[config.mk]
export PLATFORM = sky130hd
export DESIGN_NAME = tiny86_ctrl_top
export DESIGN_NICKNAME = d
export VERILOG_FILES = /design/src/rtl/tiny86_bus_pkg.sv /design/src/rtl/tiny86_isa_pkg.sv /design/src/rtl/arch_regs.sv /design/src/rtl/cfu.sv /design/src/rtl/retire_stage.sv /design/src/rtl/tiny86_ctrl_top.sv
export SDC_FILE = /design/constraint.sdc
export NUM_CORES = 1
export LEC_CHECK = 0
export BUFFER_PORTS_ARGS = -buffer_cell sky130_fd_sc_hd__buf_2
export CAP_MARGIN = 10
export CELL_PAD_IN_SITES_DETAIL_PLACEMENT = 1
export CELL_PAD_IN_SITES_GLOBAL_PLACEMENT = 2
export CORE_ASPECT_RATIO = 2
export CORE_MARGIN = 3
export CORE_UTILIZATION = 35
export CTS_CLUSTER_DIAMETER = 120
export DETAILED_ROUTE_END_ITERATION = 7
export PLACE_DENSITY = 0.93
export SETUP_SLACK_MARGIN = 0.4
export SYNTH_ARGS = -nofsm -noshare
export SYNTH_HDL_FRONTEND = slang
export SYNTH_SLANG_ARGS = --single-unit
[constraint.sdc]
create_clock -name clk -period 4.8 [get_ports clk]
set_input_delay 0.24 -clock clk [delete_from_list [all_inputs] [get_ports clk]]
set_output_delay 0.24 -clock clk [all_outputs]
set_load 0.01 [all_outputs]
[src/rtl/tiny86_bus_pkg.sv]
//------------------
// APB definitions for the Tiny86 architectural register block
// Request and response records plus the register map offsets
//------------------
`default_nettype none

package tiny86_bus_pkg;

  // APB address and data widths used by the register block
  localparam int unsigned APB_AW = 4;
  localparam int unsigned APB_DW = 32;

  // Register map, byte offsets on the APB side
  localparam logic [APB_AW-1:0] REG_EIP    = 4'h0;
  localparam logic [APB_AW-1:0] REG_EFLAGS = 4'h4;
  localparam logic [APB_AW-1:0] REG_ECX    = 4'h8;

  // Signals driven by the APB master
  typedef struct packed {
    logic              psel;
    logic              penable;
    logic              pwrite;
    logic [APB_AW-1:0] paddr;
    logic [APB_DW-1:0] pwdata;
  } apb_req_t;

  // Signals driven back by the slave
  typedef struct packed {
    logic              pready;
    logic [APB_DW-1:0] prdata;
    logic              pslverr;
  } apb_rsp_t;

endpackage

`default_nettype wire

[src/rtl/tiny86_isa_pkg.sv]
//------------------
// Tiny86 instruction set definitions shared by the control path
// Holds the opcode encoding, the EFLAGS bit map and the instruction and
// commit records that travel between the retire stage and its neighbours
//------------------
`default_nettype none

package tiny86_isa_pkg;

  // Architectural register width
  localparam int unsigned XLEN = 32;

  // Width of the instruction length field in bytes
  localparam int unsigned ILEN_W = 4;

  // Bit positions inside EFLAGS that the condition codes look at
  localparam int unsigned EFLAGS_CF = 0;
  localparam int unsigned EFLAGS_PF = 2;
  localparam int unsigned EFLAGS_ZF = 6;
  localparam int unsigned EFLAGS_SF = 7;
  localparam int unsigned EFLAGS_OF = 11;

  // Opcodes as seen by the control path after decode
  // NOP and ALU never touch control flow
  typedef enum logic [6:0] {
    NOP,
    ALU,
    // Conditional jumps, all relative to the sequential EIP
    JO,
    JNO,
    JB,
    JAE,
    JE,
    JNE,
    JBE,
    JA,
    JS,
    JNS,
    JP,
    JNP,
    JL,
    JNL,
    JLE,
    JG,
    JCXZ,
    // Counted loops, these also decrement ECX
    LOOP,
    LOOPE,
    LOOPNE,
    // Unconditional relative transfers
    CALLr,
    JMPr,
    // Unconditional absolute transfers
    CALLi,
    JMPi,
    RET
  } opcode_e;

  // Decoded instruction as handed to the retire stage
  typedef struct packed {
    opcode_e           opc;
    logic [ILEN_W-1:0] instr_len;
    logic [XLEN-1:0]   address;
  } instr_t;

  // One record per retired instruction
  // eip is the EIP the instruction ran at, next_eip is where flow went
  typedef struct packed {
    logic [XLEN-1:0] eip;
    logic [XLEN-1:0] next_eip;
    logic            taken;
  } commit_t;

endpackage

`default_nettype wire

[src/rtl/arch_regs.sv]
//------------------
// Tiny86 architectural registers EIP, EFLAGS and ECX behind an APB slave
// The retire stage updates EIP and ECX through side ports that win over
// an APB write to the same register in the same cycle
//------------------
`timescale 1ns/1ps
`default_nettype none

module arch_regs (
  input  wire                                    clk,
  input  wire                                    rst_n,
  input  wire tiny86_bus_pkg::apb_req_t          apb_req,
  output tiny86_bus_pkg::apb_rsp_t               apb_rsp,
  input  wire                                    eip_we,
  input  wire [tiny86_isa_pkg::XLEN-1:0]         eip_wdata,
  input  wire                                    ecx_dec,
  output logic [tiny86_isa_pkg::XLEN-1:0]        eip,
  output logic [tiny86_isa_pkg::XLEN-1:0]        eflags,
  output logic                                   ecx_is_zero,
  output logic                                   ecx_is_one
);

  logic [tiny86_isa_pkg::XLEN-1:0] eip_q;
  logic [tiny86_isa_pkg::XLEN-1:0] eflags_q;
  logic [tiny86_isa_pkg::XLEN-1:0] ecx_q;

  // APB access phase and address decode
  logic access;
  logic hit_eip;
  logic hit_eflags;
  logic hit_ecx;
  logic addr_ok;
  logic apb_wr;

  assign access     = apb_req.psel & apb_req.penable;
  assign hit_eip    = apb_req.paddr == tiny86_bus_pkg::REG_EIP;
  assign hit_eflags = apb_req.paddr == tiny86_bus_pkg::REG_EFLAGS;
  assign hit_ecx    = apb_req.paddr == tiny86_bus_pkg::REG_ECX;
  assign addr_ok    = hit_eip | hit_eflags | hit_ecx;

  // A write lands at the end of the access phase, only for a mapped offset
  assign apb_wr = access & apb_req.pwrite & addr_ok;

  // No wait states, so the slave is always ready in the access phase
  assign apb_rsp.pready  = access;
  assign apb_rsp.pslverr = access & !addr_ok;

  // Read data is the live register value
  always_comb begin
    if (hit_eip) begin
      apb_rsp.prdata = eip_q;
    end else if (hit_eflags) begin
      apb_rsp.prdata = eflags_q;
    end else if (hit_ecx) begin
      apb_rsp.prdata = ecx_q;
    end else begin
      apb_rsp.prdata = '0;
    end
  end

  // EIP follows the retire stage first and software second
  always_ff @(posedge clk or negedge rst_n) begin
    if (!rst_n) begin
      eip_q <= '0;
    end else if (eip_we) begin
      eip_q <= eip_wdata;
    end else if (apb_wr && hit_eip) begin
      eip_q <= apb_req.pwdata;
    end
  end

  // There is no ALU in this subsystem, EFLAGS only moves over APB
  always_ff @(posedge clk or negedge rst_n) begin
    if (!rst_n) begin
      eflags_q <= '0;
    end else if (apb_wr && hit_eflags) begin
      eflags_q <= apb_req.pwdata;
    end
  end

  // ECX counts down for the loop family and wraps from zero to all ones
  always_ff @(posedge clk or negedge rst_n) begin
    if (!rst_n) begin
      ecx_q <= '0;
    end else if (ecx_dec) begin
      ecx_q <= ecx_q - 1'b1;
    end else if (apb_wr && hit_ecx) begin
      ecx_q <= apb_req.pwdata;
    end
  end

  assign eip         = eip_q;
  assign eflags      = eflags_q;
  assign ecx_is_zero = ecx_q == '0;
  assign ecx_is_one  = ecx_q == {{(tiny86_isa_pkg::XLEN - 1){1'b0}}, 1'b1};

  // The master never raises penable outside a selected transfer
  a_penable_needs_psel : assert property (
    @(posedge clk) disable iff (!rst_n)
    apb_req.penable |-> apb_req.psel
  );

  // The retire stage always hands over a resolved EIP
  a_eip_wdata_known : assert property (
    @(posedge clk) disable iff (!rst_n)
    eip_we |-> !$isunknown(eip_wdata)
  );

endmodule

`default_nettype wire

[src/rtl/cfu.sv]
//------------------
// Tiny86 control flow unit, purely combinational
// Picks the next EIP and flags a taken transfer for each opcode
// Used as a leaf inside the retire stage
//------------------
`timescale 1ns/1ps
`default_nettype none

module cfu (
  input  wire tiny86_isa_pkg::opcode_e                opc,
  input  wire [tiny86_isa_pkg::XLEN-1:0]              eflags,
  input  wire                                         ecx_is_zero,
  input  wire                                         ecx_is_one,
  input  wire [tiny86_isa_pkg::XLEN-1:0]              eip,
  input  wire [tiny86_isa_pkg::ILEN_W-1:0]            instr_len,
  input  wire [tiny86_isa_pkg::XLEN-1:0]              address,
  output logic [tiny86_isa_pkg::XLEN-1:0]             next_eip,
  output logic                                        taken
);

  // Short names for the flags that the conditions use
  logic cf;
  logic pf;
  logic zf;
  logic sf;
  logic of;

  // Condition result, unconditional transfer and absolute target marks
  logic cc_eval;
  logic xfer_uncond;
  logic xfer_abs;

  logic [tiny86_isa_pkg::XLEN-1:0] seq_eip;
  logic [tiny86_isa_pkg::XLEN-1:0] xfer_eip;

  assign cf = eflags[tiny86_isa_pkg::EFLAGS_CF];
  assign pf = eflags[tiny86_isa_pkg::EFLAGS_PF];
  assign zf = eflags[tiny86_isa_pkg::EFLAGS_ZF];
  assign sf = eflags[tiny86_isa_pkg::EFLAGS_SF];
  assign of = eflags[tiny86_isa_pkg::EFLAGS_OF];

  // Decode the opcode into a condition and a transfer kind
  always_comb begin
    cc_eval     = 1'b0;
    xfer_uncond = 1'b0;
    xfer_abs    = 1'b0;
    case (opc)
      tiny86_isa_pkg::JO:     cc_eval = of;
      tiny86_isa_pkg::JNO:    cc_eval = !of;
      tiny86_isa_pkg::JB:     cc_eval = cf;
      tiny86_isa_pkg::JAE:    cc_eval = !cf;
      tiny86_isa_pkg::JE:     cc_eval = zf;
      tiny86_isa_pkg::JNE:    cc_eval = !zf;
      tiny86_isa_pkg::JBE:    cc_eval = cf | zf;
      tiny86_isa_pkg::JA:     cc_eval = !cf & !zf;
      tiny86_isa_pkg::JS:     cc_eval = sf;
      tiny86_isa_pkg::JNS:    cc_eval = !sf;
      tiny86_isa_pkg::JP:     cc_eval = pf;
      tiny86_isa_pkg::JNP:    cc_eval = !pf;
      tiny86_isa_pkg::JL:     cc_eval = sf != of;
      tiny86_isa_pkg::JNL:    cc_eval = sf == of;
      tiny86_isa_pkg::JLE:    cc_eval = zf | (sf != of);
      tiny86_isa_pkg::JG:     cc_eval = !zf & (sf == of);
      tiny86_isa_pkg::JCXZ:   cc_eval = ecx_is_zero;
      // ECX is decremented first, so the loop runs on while the old value was not one
      // An old value of zero wraps to all ones and keeps looping
      tiny86_isa_pkg::LOOP:   cc_eval = !ecx_is_one;
      tiny86_isa_pkg::LOOPE:  cc_eval = !ecx_is_one & zf;
      tiny86_isa_pkg::LOOPNE: cc_eval = !ecx_is_one & !zf;
      tiny86_isa_pkg::CALLr,
      tiny86_isa_pkg::JMPr:   xfer_uncond = 1'b1;
      tiny86_isa_pkg::CALLi,
      tiny86_isa_pkg::JMPi,
      tiny86_isa_pkg::RET: begin
        xfer_uncond = 1'b1;
        xfer_abs    = 1'b1;
      end
      // NOP and ALU fall through in program order
      default: begin
        cc_eval     = 1'b0;
        xfer_uncond = 1'b0;
        xfer_abs    = 1'b0;
      end
    endcase
  end

  // Address of the following instruction in program order
  assign seq_eip = eip + {{(tiny86_isa_pkg::XLEN - tiny86_isa_pkg::ILEN_W){1'b0}}, instr_len};

  // Relative targets are measured from the sequential EIP
  assign xfer_eip = xfer_abs ? address : seq_eip + address;

  assign taken    = cc_eval | xfer_uncond;
  assign next_eip = taken ? xfer_eip : seq_eip;

endmodule

`default_nettype wire

[src/rtl/retire_stage.sv]
//------------------
// Tiny86 retire stage with a single commit slot
// Accepts one instruction per cycle, resolves its next EIP with the cfu,
// updates EIP and ECX and presents a commit record one cycle later
//------------------
`timescale 1ns/1ps
`default_nettype none

module retire_stage (
  input  wire                                    clk,
  input  wire                                    rst_n,
  input  wire tiny86_isa_pkg::instr_t            instr,
  input  wire                                    instr_valid,
  output logic                                   instr_ready,
  input  wire [tiny86_isa_pkg::XLEN-1:0]         eip,
  input  wire [tiny86_isa_pkg::XLEN-1:0]         eflags,
  input  wire                                    ecx_is_zero,
  input  wire                                    ecx_is_one,
  output logic                                   eip_we,
  output logic [tiny86_isa_pkg::XLEN-1:0]        eip_wdata,
  output logic                                   ecx_dec,
  output tiny86_isa_pkg::commit_t                commit,
  output logic                                   commit_valid,
  input  wire                                    commit_ready
);

  logic                            accept;
  logic                            is_loop;
  logic [tiny86_isa_pkg::XLEN-1:0] cfu_next_eip;
  logic                            cfu_taken;

  // Next EIP is resolved in the same cycle the instruction is offered
  cfu u_cfu (
    .opc         (instr.opc),
    .eflags      (eflags),
    .ecx_is_zero (ecx_is_zero),
    .ecx_is_one  (ecx_is_one),
    .eip         (eip),
    .instr_len   (instr.instr_len),
    .address     (instr.address),
    .next_eip    (cfu_next_eip),
    .taken       (cfu_taken)
  );

  // The slot can take a new record unless it is full and stalled
  assign instr_ready = !(commit_valid && !commit_ready);
  assign accept      = instr_valid && instr_ready;

  assign is_loop = instr.opc inside {tiny86_isa_pkg::LOOP, tiny86_isa_pkg::LOOPE,
                                     tiny86_isa_pkg::LOOPNE};

  // Architectural updates happen in the accept cycle itself
  assign eip_we    = accept;
  assign eip_wdata = cfu_next_eip;
  assign ecx_dec   = accept && is_loop;

  always_ff @(posedge clk or negedge rst_n) begin
    if (!rst_n) begin
      commit_valid <= 1'b0;
    end else if (accept) begin
      commit_valid <= 1'b1;
    end else if (commit_ready) begin
      commit_valid <= 1'b0;
    end
  end

  // Record keeps the EIP the instruction ran at
  always_ff @(posedge clk) begin
    if (accept) begin
      commit <= '{eip: eip, next_eip: cfu_next_eip, taken: cfu_taken};
    end
  end

  // A stalled record must be held until the sink takes it
  a_commit_stable : assert property (
    @(posedge clk) disable iff (!rst_n)
    commit_valid && !commit_ready |=> commit_valid && $stable(commit)
  );

endmodule

`default_nettype wire

[src/rtl/tiny86_ctrl_top.sv]
//------------------
// Tiny86 EIP control path top level
// Joins the architectural register block and the retire stage
//------------------
`timescale 1ns/1ps
`default_nettype none

module tiny86_ctrl_top (
  input  wire                                    clk,
  input  wire                                    rst_n,
  input  wire tiny86_bus_pkg::apb_req_t          apb_req,
  output tiny86_bus_pkg::apb_rsp_t               apb_rsp,
  input  wire tiny86_isa_pkg::instr_t            instr,
  input  wire                                    instr_valid,
  output logic                                   instr_ready,
  output tiny86_isa_pkg::commit_t                commit,
  output logic                                   commit_valid,
  input  wire                                    commit_ready
);

  // Register state as seen by the retire stage
  logic [tiny86_isa_pkg::XLEN-1:0] eip;
  logic [tiny86_isa_pkg::XLEN-1:0] eflags;
  logic                            ecx_is_zero;
  logic                            ecx_is_one;

  // Updates flowing back from retire
  logic                            eip_we;
  logic [tiny86_isa_pkg::XLEN-1:0] eip_wdata;
  logic                            ecx_dec;

  arch_regs u_arch_regs (
    .clk         (clk),
    .rst_n       (rst_n),
    .apb_req     (apb_req),
    .apb_rsp     (apb_rsp),
    .eip_we      (eip_we),
    .eip_wdata   (eip_wdata),
    .ecx_dec     (ecx_dec),
    .eip         (eip),
    .eflags      (eflags),
    .ecx_is_zero (ecx_is_zero),
    .ecx_is_one  (ecx_is_one)
  );

  retire_stage u_retire_stage (
    .clk          (clk),
    .rst_n        (rst_n),
    .instr        (instr),
    .instr_valid  (instr_valid),
    .instr_ready  (instr_ready),
    .eip          (eip),
    .eflags       (eflags),
    .ecx_is_zero  (ecx_is_zero),
    .ecx_is_one   (ecx_is_one),
    .eip_we       (eip_we),
    .eip_wdata    (eip_wdata),
    .ecx_dec      (ecx_dec),
    .commit       (commit),
    .commit_valid (commit_valid),
    .commit_ready (commit_ready)
  );

endmodule

`default_nettype wire

==> run_results.csv <==
group,metric,value,unit
timing,hold_viol_final,0,
clock_tree,cts_htree_levels,4,
die,die_y,253,µm
setup_path,critPathMaxStageDelay,0.41,ns
synth,ys_async_sr_fraction,59.9,%
synth,synth_common_cells,"nor2_1, nand2_1, a21oi_1",
timing,finalMaxSlewViolations,0,
outcome,status,"complete, no violations",
detailed_routing,ant_nets,0,
place,portBuffers,186,
cells_and_area,fillers,3534,
place,dp_hpwl,30.9,mm
detailed_routing,drc,0,
setup_path,end_kind,"flop",
timing,slew_headroom,17.6,%
global_routing,grt_max_degree,60,
cells_and_area,drive_gt1_share,27.0,%
setup_path,worstRegToRegCells,18,
synth,synth_top_area_share,22.7,%
die,rows,90,
synth,ys_seq_elements,162,
synth,synthMostInstantiatedCell,"nor2_1",
power,p_per_area,479,nW/µm²
detailed_routing,num_vias,10200,
global_routing,grt_pass1_vias,10800,
detailed_routing,first_iter_violations,639,
setup_path,cp.required,5.18,ns
setup_path,worstPathMaxFanout,6,
global_routing,antenna_found_initial,2,
run,drv_cap,0,
synth,synthTopCellsByArea,"dfrtp_1, edfxtp_1, nor2_1",
cells_and_area,area_growth,21.7,%
setup_path,worst_ep_arrival_time,4.67,ns
timing,tightest_slew,1.23,ns
synth,ys_seq_area_share,40.9,%
timing,rsz0062_at_grt,"true",
timing,setup_viol,0,
worst_hold_path,whs_path_depth,3,
global_routing,grt-ovfl-total,0,
synth,yosysTopAreaCell,"dfrtp_1",
setup_path,path_class,"reg -> reg",
global_routing,grt_pass1_wl,61.1,mm
synth,synth_cell_type_count,82,
worst_hold_path,min_path_type,"in -> reg",
place,gp_congestion,0.905,
clock_tree,cts.sinks,162,
die,ios,187,
clock_tree,clk_latency,0.45,ns
clock_tree,cts_made_buffers,17,
timing,period_share,89.3,%
timing,fin_tns_setup,0,ns
synth,syn_inst,1183,
synth,synth_area,10700,µm²
die,core,30200,µm²
detailed_routing,drt-vias-per-instance,5.84,
power,p_leak,5.67,nW
die,start_util,35.5,%
synth,synth-edff-count,65,
clock_tree,clockBufferDepth,2,
detailed_routing,wl_per_cell,23.3,µm
clock_tree,clk_pin_slew,0.07,ns
timing,fin_crit,4.29,ns
die,die_area,32800,µm²
global_routing,track_usage,24.1,%
clock_tree,cts-root-buf,"clkbuf_16",
detailed_routing,drtPass1Iterations,5,
power,p_total,6.24,mW
synth,syn_nets,1311,
timing,worst_slack,0.515,ns
setup_path,crit_chain,"ha_2 -> fa_2 -> a21o_1 -> a21oi_1 -> buf_4 -> or2_4 -> xnor2_1 -> ha_2 -> and4_4 -> buf_4 -> a221oi_2 -> buf_4 -> a21oi_4 -> or2_2 -> a2111o_1 -> o2111a_1 -> a311oi_2 -> a21o_1",
power,ir_drop,302,µV
synth,syn_area_per_cell,9.05,µm²
timing,clock-skew-final,0.0101,ns
setup_path,cpMostUsedCell,"buf_4",
timing,max_clock_freq,233,MHz
setup_path,crit_slowest_cell,"a2111o_1",
place,post-place-ws,0.0805,ns
detailed_routing,wl,40.6,mm
clock_tree,tritoncts,"built",
synth,synthFlopType,"dfrtp_1",
cells_and_area,fin_nets,1487,
synth,yosysWarnings,0,
die,chipWidth,130,µm
setup_path,start_kind,"flop",
path summary, 6_finish.rpt:
check	startpoint	endpoint	slack, ns
max	u_arch_regs.eip[0]$_DFFE_PN0P_	u_arch_regs.eip[19]$_DFFE_PN0P_	0.51
max reg2reg	u_arch_regs.eip[0]$_DFFE_PN0P_	u_arch_regs.eip[19]$_DFFE_PN0P_	0.51
min	apb_req[23]	u_arch_regs.ecx_q[23]$_DFFE_PN0P_	0.05
min reg2reg	u_arch_regs.eflags[4]$_DFFE_PN0P_	u_arch_regs.eflags[4]$_DFFE_PN0P_	0.51
min in group asynchronous	rst_n	u_arch_regs.ecx_q[30]$_DFFE_PN0P_	0.41
max in group asynchronous	rst_n	u_arch_regs.eip[6]$_DFFE_PN0P_	3.22
sequential cells by signal, indices dropped and copies added (netlist names):
name,flops
u_arch_regs.ecx_q,32
u_arch_regs.eflags,32
u_arch_regs.eip,32
u_retire_stage.commit,65
u_retire_stage.commit_valid,1
repair_timing:
action	CTS	global route
hold endpoints to repair	59	0
gates resized for setup	23	45
hold buffers	2	0
pin swaps	3	25
buffers inserted	3	9
setup endpoints to repair	16	22
where the power goes:
part           internal, mW  leakage [nW]  total, mW  switching, mW
combinational          1.12          3.53       2.65           1.52
sequential             1.80          1.86       2.17          0.366
clock                 0.782         0.289       1.43          0.645
per-stage QoR:
step / util (%) / hold slack, ns / area (µm²) / cells
2_1_floorplan: - / -0.0556 / 10700 / 1183
6_report: 43.2 / 0.0534 / 13000 / 1741
5_1_grt: 43.2 / 0.0469 / 13000 / 1741
3_5_place_dp: 39.8 / 0.380 / 12000 / 1694
4_1_cts: 42.3 / 0.0339 / 12800 / 1731
3_3_place_gp: 39.8 / 0.387 / 12000 / 1694
cell usage in the layout (no fill, tap or decap), types with 17 or more instances in the layout:
| cell type | instances |
|---|---|
| ha_1 | 30 |
| buf_2 | 185 |
| mux2i_1 | 26 |
| nor2_1 | 152 |
| dfrtp_1 | 96 |
| nand2_1 | 122 |
| xor2_1 | 18 |
| clkbuf_16 | 17 |
| xnor2_1 | 33 |
| edfxtp_1 | 65 |
| inv_1 | 24 |
| o21ai_0 | 81 |
| a21oi_1 | 93 |
| nor3_1 | 24 |
| mux2_2 | 43 |
| a21o_1 | 35 |
| nand3_1 | 25 |
| buf_4 | 29 |
kinds of logic after synthesis:
group	share of synthesized area, %
xor gates and xnor gates	4.50
muxes	7.14
DFF	40.9
buffers and inverters	3.57
AOI/OAI and AO/OA	20.4
adders and majority gates	5.05
and+or+nand+nor	18.4
metal layers:
layer  GRT usage [%]  routed length (µm)  up-vias
li1                -                   -     4679
met1            26.4               15200     5109
met2            44.3               21900      267
met3            2.96                1220      112
met4            13.0                2330        0
met5               0                   0        -
layout make-up:
class                   instances  area (µm²)  share of cell area, %
diodes                          1        2.50                 0.0192
clock buffers                  17         425                   3.26
clock inverters                15         169                   1.30
inverters                      30         114                  0.874
multi-input cells             929        6270                   48.1
flip-flops and latches        162        4380                   33.6
well taps                     368         460                   3.53
repair buffers                219        1210                   9.26
critical path, delay by kind of cell, from the launching register on:
kind                     cells  cell delay, ns
AO/OA/AOI/OAI                8            1.58
buffers and inverters        3            0.48
adder cells (fa/ha/maj)      3            0.91
XOR/XNOR                     1            0.17
flip-flops                   1            0.40
AND/OR/NAND/NOR              3            0.66
Note: power is estimated with default switching activity, not from simulation.
